[src/booth_config.svh]
`ifndef BOOTH_CONFIG_SVH
`define BOOTH_CONFIG_SVH

//////////////////////////////
// multiplier sizing
//////////////////////////////

// operand width, product is twice this
`define BOOTH_WIDTH 4

// step counter must reach BOOTH_WIDTH itself (idle value)
`define BOOTH_CNT_WIDTH ($clog2(`BOOTH_WIDTH) + 1)

`endif

[src/booth_pkg.sv]
`default_nettype none

`include "booth_config.svh"

package booth_pkg;

    //////////////////////////////
    // step action
    //////////////////////////////

    // decoded from the pair {q0, q-1}
    typedef enum logic [1:0]
    {
        op_shift = 2'b00, // 00 or 11, shift only
        op_add   = 2'b01, // 01
        op_sub   = 2'b10  // 10
    } booth_op_e;

    // counts completed steps, idles at BOOTH_WIDTH
    typedef logic [`BOOTH_CNT_WIDTH-1:0] step_cnt_t;

    //////////////////////////////
    // A:Q product word
    //////////////////////////////

    typedef struct packed
    {
        logic signed [`BOOTH_WIDTH-1:0] acc;  // A, upper half
        logic        [`BOOTH_WIDTH-1:0] mult; // Q, lower half
    } prod_fields_t;

    // full is the view used for the arithmetic shift,
    // parts is the view used by load and add/sub
    typedef union packed
    {
        logic signed [2*`BOOTH_WIDTH-1:0] full;
        prod_fields_t                     parts;
    } prod_word_u;

endpackage

`default_nettype wire

[src/booth_step_if.sv]
`timescale 1ns/10ps
`default_nettype none

interface booth_step_if;

    import booth_pkg::*;

    logic      capture; // load this cycle
    logic      step_en; // one booth step this cycle
    booth_op_e op;      // action for the step
    logic      q0;      // live Q0
    logic      q_m1;    // live Q-1

    // sequencer side, commands out and pair bits in
    modport seq
    (
        output capture,
        output step_en,
        output op,
        input  q0,
        input  q_m1
    );

    // datapath side, just follows the commands
    modport dp
    (
        input  capture,
        input  step_en,
        input  op,
        output q0,
        output q_m1
    );

endinterface

`default_nettype wire
[src/booth_datapath.sv]
`timescale 1ns/10ps
`default_nettype none

`include "booth_config.svh"

module booth_datapath
(
    input  logic                             clk,
    input  logic                             arst_n,
    input  logic signed [`BOOTH_WIDTH-1:0]   multiplicand,
    input  logic signed [`BOOTH_WIDTH-1:0]   multiplier,
    booth_step_if.dp                         dp,
    output logic signed [2*`BOOTH_WIDTH-1:0] product
);

    import booth_pkg::*;

    localparam int width = `BOOTH_WIDTH;

    logic signed [width-1:0] m_reg;     // multiplicand M
    prod_word_u              prod_q;    // A:Q
    logic                    q_m1_q;    // Q-1

    logic signed [width:0]   acc_ext;
    logic signed [width:0]   m_ext;
    logic signed [width:0]   sum_ext;   // one guard bit over A
    prod_word_u              added;
    prod_word_u              shifted;

    //////////////////////////////
    // add / subtract
    //////////////////////////////

    assign acc_ext = {prod_q.parts.acc[width-1], prod_q.parts.acc};
    assign m_ext   = {m_reg[width-1], m_reg};

    always_comb
    begin
        case (dp.op)
            op_add:  sum_ext = acc_ext + m_ext;
            op_sub:  sum_ext = acc_ext - m_ext;
            default: sum_ext = acc_ext;
        endcase
    end

    always_comb
    begin
        added            = prod_q;
        added.parts.acc  = sum_ext[width-1:0];
    end

    //////////////////////////////
    // arithmetic right shift
    //////////////////////////////

    // sign comes from the guard bit, so an overflow in A
    // (most negative M) still shifts in the right sign
    always_comb
    begin
        shifted                  = added;
        shifted.full             = added.full >>> 1;
        shifted.full[2*width-1]  = sum_ext[width];
    end

    //////////////////////////////
    // registers
    //////////////////////////////

    always_ff @(posedge clk)
    begin
        if (dp.capture)
        begin
            m_reg <= multiplicand;
        end
    end

    always_ff @(posedge clk or negedge arst_n)
    begin
        if (!arst_n)
        begin
            prod_q.full <= '0;
            q_m1_q      <= 1'b0;
        end
        else if (dp.capture)
        begin
            prod_q.parts.acc  <= '0;
            prod_q.parts.mult <= multiplier;
            q_m1_q            <= 1'b0;
        end
        else if (dp.step_en)
        begin
            prod_q <= shifted;
            q_m1_q <= prod_q.parts.mult[0];   // old Q0 drops into Q-1
        end
    end

    assign dp.q0   = prod_q.parts.mult[0];
    assign dp.q_m1 = q_m1_q;

    assign product = prod_q.full;

endmodule

`default_nettype wire

[src/booth_mul_top.sv]
`timescale 1ns/10ps
`default_nettype none

`include "booth_config.svh"

module booth_mul_top
(
    input  logic                             clk,
    input  logic                             arst_n,
    input  logic                             load,          // one cycle pulse
    input  logic signed [`BOOTH_WIDTH-1:0]   multiplicand,
    input  logic signed [`BOOTH_WIDTH-1:0]   multiplier,
    output logic signed [2*`BOOTH_WIDTH-1:0] product,       // held until next load
    output logic                             done
);

    //////////////////////////////
    // sequencer to datapath
    //////////////////////////////

    booth_step_if step_bus ();

    //////////////////////////////
    // control
    //////////////////////////////

    booth_sequencer u_seq
    (
        .clk    (clk),
        .arst_n (arst_n),
        .load   (load),
        .step   (step_bus.seq),
        .done   (done)
    );

    //////////////////////////////
    // M, A, Q, Q-1
    //////////////////////////////

    booth_datapath u_dp
    (
        .clk          (clk),
        .arst_n       (arst_n),
        .multiplicand (multiplicand),
        .multiplier   (multiplier),
        .dp           (step_bus.dp),
        .product      (product)
    );

endmodule

`default_nettype wire

[src/booth_sequencer.sv]
`timescale 1ns/10ps
`default_nettype none

`include "booth_config.svh"

module booth_sequencer
(
    input  logic       clk,
    input  logic       arst_n,
    input  logic       load,
    booth_step_if.seq  step,
    output logic       done
);

    import booth_pkg::*;

    localparam step_cnt_t n_steps   = step_cnt_t'(`BOOTH_WIDTH);
    localparam step_cnt_t last_step = step_cnt_t'(`BOOTH_WIDTH - 1);

    step_cnt_t step_cnt;
    logic      running;
    logic      last;

    //////////////////////////////
    // step control
    //////////////////////////////

    assign running = (step_cnt < n_steps);
    assign last    = (step_cnt == last_step);

    assign step.capture = load;               // datapath loads on the same edge
    assign step.step_en = running & ~load;    // a load wins over a step

    //////////////////////////////
    // booth pair decode
    //////////////////////////////

    always_comb
    begin
        case ({step.q0, step.q_m1})
            2'b10:   step.op = op_sub;   // start of a run of ones
            2'b01:   step.op = op_add;   // end of a run of ones
            default: step.op = op_shift;
        endcase
    end

    //////////////////////////////
    // step counter
    //////////////////////////////

    always_ff @(posedge clk or negedge arst_n)
    begin
        if (!arst_n)
        begin
            step_cnt <= n_steps;         // idle, no steps
        end
        else if (load)
        begin
            step_cnt <= '0;              // restart, even mid run
        end
        else if (step.step_en)
        begin
            step_cnt <= step_cnt + 1'b1;
        end
    end

    // done rises on the edge of the final step
    always_ff @(posedge clk or negedge arst_n)
    begin
        if (!arst_n)
        begin
            done <= 1'b0;
        end
        else if (load)
        begin
            done <= 1'b0;
        end
        else if (step.step_en && last)
        begin
            done <= 1'b1;
        end
    end

endmodule

`default_nettype wire

[config.mk]
export PLATFORM = sky130hd
export DESIGN_NAME = booth_mul_top
export DESIGN_NICKNAME = d
export VERILOG_FILES = /design/src/booth_pkg.sv /design/src/booth_step_if.sv /design/src/booth_datapath.sv /design/src/booth_mul_top.sv /design/src/booth_sequencer.sv
export VERILOG_INCLUDE_DIRS = /design/src /design/src/src
export SDC_FILE = /design/constraint.sdc
export NUM_CORES = 1
export LEC_CHECK = 0
export BUFFER_PORTS_ARGS = -buffer_cell sky130_fd_sc_hd__buf_2
export CAP_MARGIN = 0
export CORE_ASPECT_RATIO = 1.75
export CORE_MARGIN = 2
export CORE_UTILIZATION = 35
export DETAILED_ROUTE_END_ITERATION = 8
export PLACE_DENSITY = 0.54
export SLEW_MARGIN = 20
export SYNTH_ARGS = -nofsm -noshare
export SYNTH_HDL_FRONTEND = slang
export SYNTH_SLANG_ARGS = --single-unit
[constraint.sdc]
create_clock -name clk -period 4.45 [get_ports clk]
set_input_delay 0.2225 -clock clk [delete_from_list [all_inputs] [get_ports clk]]
set_output_delay 0.2225 -clock clk [all_outputs]
set_load 0.005 [all_outputs]
==> impl_metrics.yaml <==
outcome:
  outcome: "complete, no violations"
global_route:
  grt_pass1_vias: 759
  grt_usage_pct: 14.4
  grt_max_degree: 22
  grt.overflow.total: 0
  antenna_found_initial: 0
  grt_pass1_wl_mm: 3.43
clock_tree:
  clk_latency_ns: 0.25
  tritoncts: "done"
  cts_max_path_buffers: 2
  cts.sinks: 17
  cts_made_buffers: 3
  clkSlewWorstSetupHoldPaths_ns: 0.06
  clockRootBuffer: "clkbuf_8"
  cts-resized-gates: 0
  h-tree-depth: 1
logic_synthesis:
  synth_top_area_cell: "dfrtp_1"
  synth-edff-count: 4
  synth_top_area_share_pct: 30.5
  yosys-top-cells-area: "dfrtp_1 (30%), edfxtp_1 (12%), ha_1 (11%)"
  yosysSeqAreaShare_pct: 45.3
  ys_types: 31
  ys_seq_elements: 17
  netlist_instances: 98
  syn_avg_cell_area_um2: 10.1
  synth_nets: 119
  yosys-top-cells-count: "dfrtp_1 (12), nor2_1 (12), ha_1 (9), inv_1 (8), nand2_1 (7)"
  yosys_warnings: 0
  ys_async_sr_fraction_pct: 76.5
  syn_area_um2: 986
  synth_flop_cell: "dfrtp_1"
pwr:
  power.leakage_uw: 0.000539
  max-vdd-ir-drop_mv: 0.264
  power.density_nw_per_um2: 570
placed_design:
  place_congestion: 0.716
  port-buffer-count: 19
  dp_cells: 140
  dpl_cell_area_um2: 1090
  hpwlAfterDp_mm: 1.50
final_layout:
  fin_area_um2: 1150
  nets: 140
  syn_to_final_growth_pct: 16.6
  fillerInstances: 265
  largest_reg_flops: 8
  multi_input_comb_area_um2: 485
  drive_gt1_share_pct: 22.0
  seq_area_um2: 447
  insertedDiodeCount: 0
  stdcell_count: 145
route:
  dr_wl_met2_mm: 1.01
  post_drt_wl_per_cell_um: 13.6
  drc_errors: 0
  vias: 736
  totalWireLength_mm: 1.97
  drtAntennaViolNets: 0
  drt-met1-wl_um: 871
  top_layer: "met4"
  wl_met3_um: 50
  viasPerCell: 5.08
  dr.first_iter.drc_count: 9
  drt-pass1-iter-count: 2
setup_path:
  required_ns: 4.62
  worstSetupPathType: "flop to flop"
  rrSetupSlack_ns: 1.92
  crit_path_end_kind: "flop"
  path_max_fanout: 6
  start_kind: "flop"
  worst_ep_arrival_time_ns: 2.71
timing:
  finalHoldViolCount: 0
  drv_slew: 0
  min_period_ns: 2.53
  max_freq_mhz: 395
  fin_crit_sh_pct: 56.9
  worst_slew_pin_slew_ns: 0.410
  rsz0062_at_grt: "false"
  setup_viol: 0
  final.setup_skew_ns: 0.00512
  timing.setup.tns_ns: 0
  max-slew-margin-rel_pct: 72.7
floorplanning:
  start_util_pct: 36.7
  row_count: 25
  die_h_um: 74.2
  coreArea_um2: 2690
  dieArea_um2: 3270
  die_w_um: 44.1
  io_pins: 20
min_path:
  hold_path.class: "input port to flop"
run:
  drv_cap: 0
## where the power goes
| part | internal, uW | switching, uW |
|---|---|---|
| Clock | 63.5 | 52.5 |
| Sequential | 205 | 50.5 |
| Combinational | 139 | 145 |
| Total | 407 | 248 |
## placed cells by master (no fill, tap or decap), types with 2 or more instances in the layout
| master | Yosys | final |
|---|---|---|
| buf_2 | 1 | 19 |
| nor2_1 | 12 | 12 |
| dfrtp_1 | 12 | 12 |
| ha_1 | 9 | 9 |
| inv_1 | 8 | 8 |
| nand2_1 | 7 | 7 |
| mux2i_1 | 5 | 5 |
| o21ai_1 | 4 | 4 |
| a21oi_1 | 4 | 4 |
| a211oi_1 | 4 | 4 |
| edfxtp_1 | 4 | 4 |
| xnor2_1 | 3 | 3 |
| o21ai_0 | 3 | 3 |
| clkbuf_8 | 0 | 3 |
| nor3_1 | 2 | 2 |
| nand2b_1 | 2 | 2 |
| xor2_1 | 2 | 2 |
## through the flow
step,utilization [%],setup WS [ns],total power (uW),hold slack (ns)
2_1_floorplan,-,2.04,461,-0.0731
3_3_place_gp,40.7,1.97,541,0.131
3_5_place_dp,40.7,1.92,546,0.134
4_1_cts,42.7,1.90,667,0.140
5_1_grt,42.7,1.70,719,0.133
6_report,42.7,1.92,655,0.146
## critical path, cell delays in order (launching register included)
cell and delay, ns:
dfrtp_1 0.39, inv_1 0.06, ha_1 0.23, mux2_2 0.39, fa_1 0.42, nand2b_1 0.15, a21oi_1 0.15, xnor2_1 0.10
or4_1 0.40, a31oi_1 0.16
## worst paths after layout
| kind | startpoint | end | cells past startpoint |
|---|---|---|---|
| max in group asynchronous | arst_n | u_seq.step_cnt[2] | 2 |
| worst min register to register | u_seq.done | u_seq.done | 2 |
| worst min-delay path | multiplicand[0] | u_dp.m_reg[0] | 1 |
| worst max-delay path | u_dp.dp.q_m1 | u_dp.product[7] | 9 |
| worst max register to register | u_dp.dp.q_m1 | u_dp.product[7] | 9 |
| min in group asynchronous | arst_n | u_dp.product[2] | 2 |
## cells by family (layout without fill, tap and decap cells)
group	count (synthesis)	after routing	share of synthesized area, %
compound gates	20	20	12.6
buf+inv	13	33	5.46
xor+xnor	5	5	4.44
simple gates	27	27	12.6
fa+ha+maj	10	10	13.5
mux	6	6	6.22
flops	17	17	45.3
## routing by layer
layer	track usage [%]	up-vias
met5	0	-
met4	7.07	0
met3	2.18	5
met2	24.3	16
met1	17.3	338
li1	-	377
## what timing repair did
item	4_1_cts	5_1_grt
hold endpoints to repair	12	0
endpoints found under the setup margin	0	0
buffers inserted	0	0
hold buffers	1	0
## final cells by class
class	instances	share of cell area, %
Tap cell	27	2.94
Timing Repair Buffer	20	9.14
Multi-Input combinational cell	68	42.2
Sequential cell	17	38.8
Clock buffer	4	3.92
Inverter	9	2.94
(Power assumes the default switching activity.)
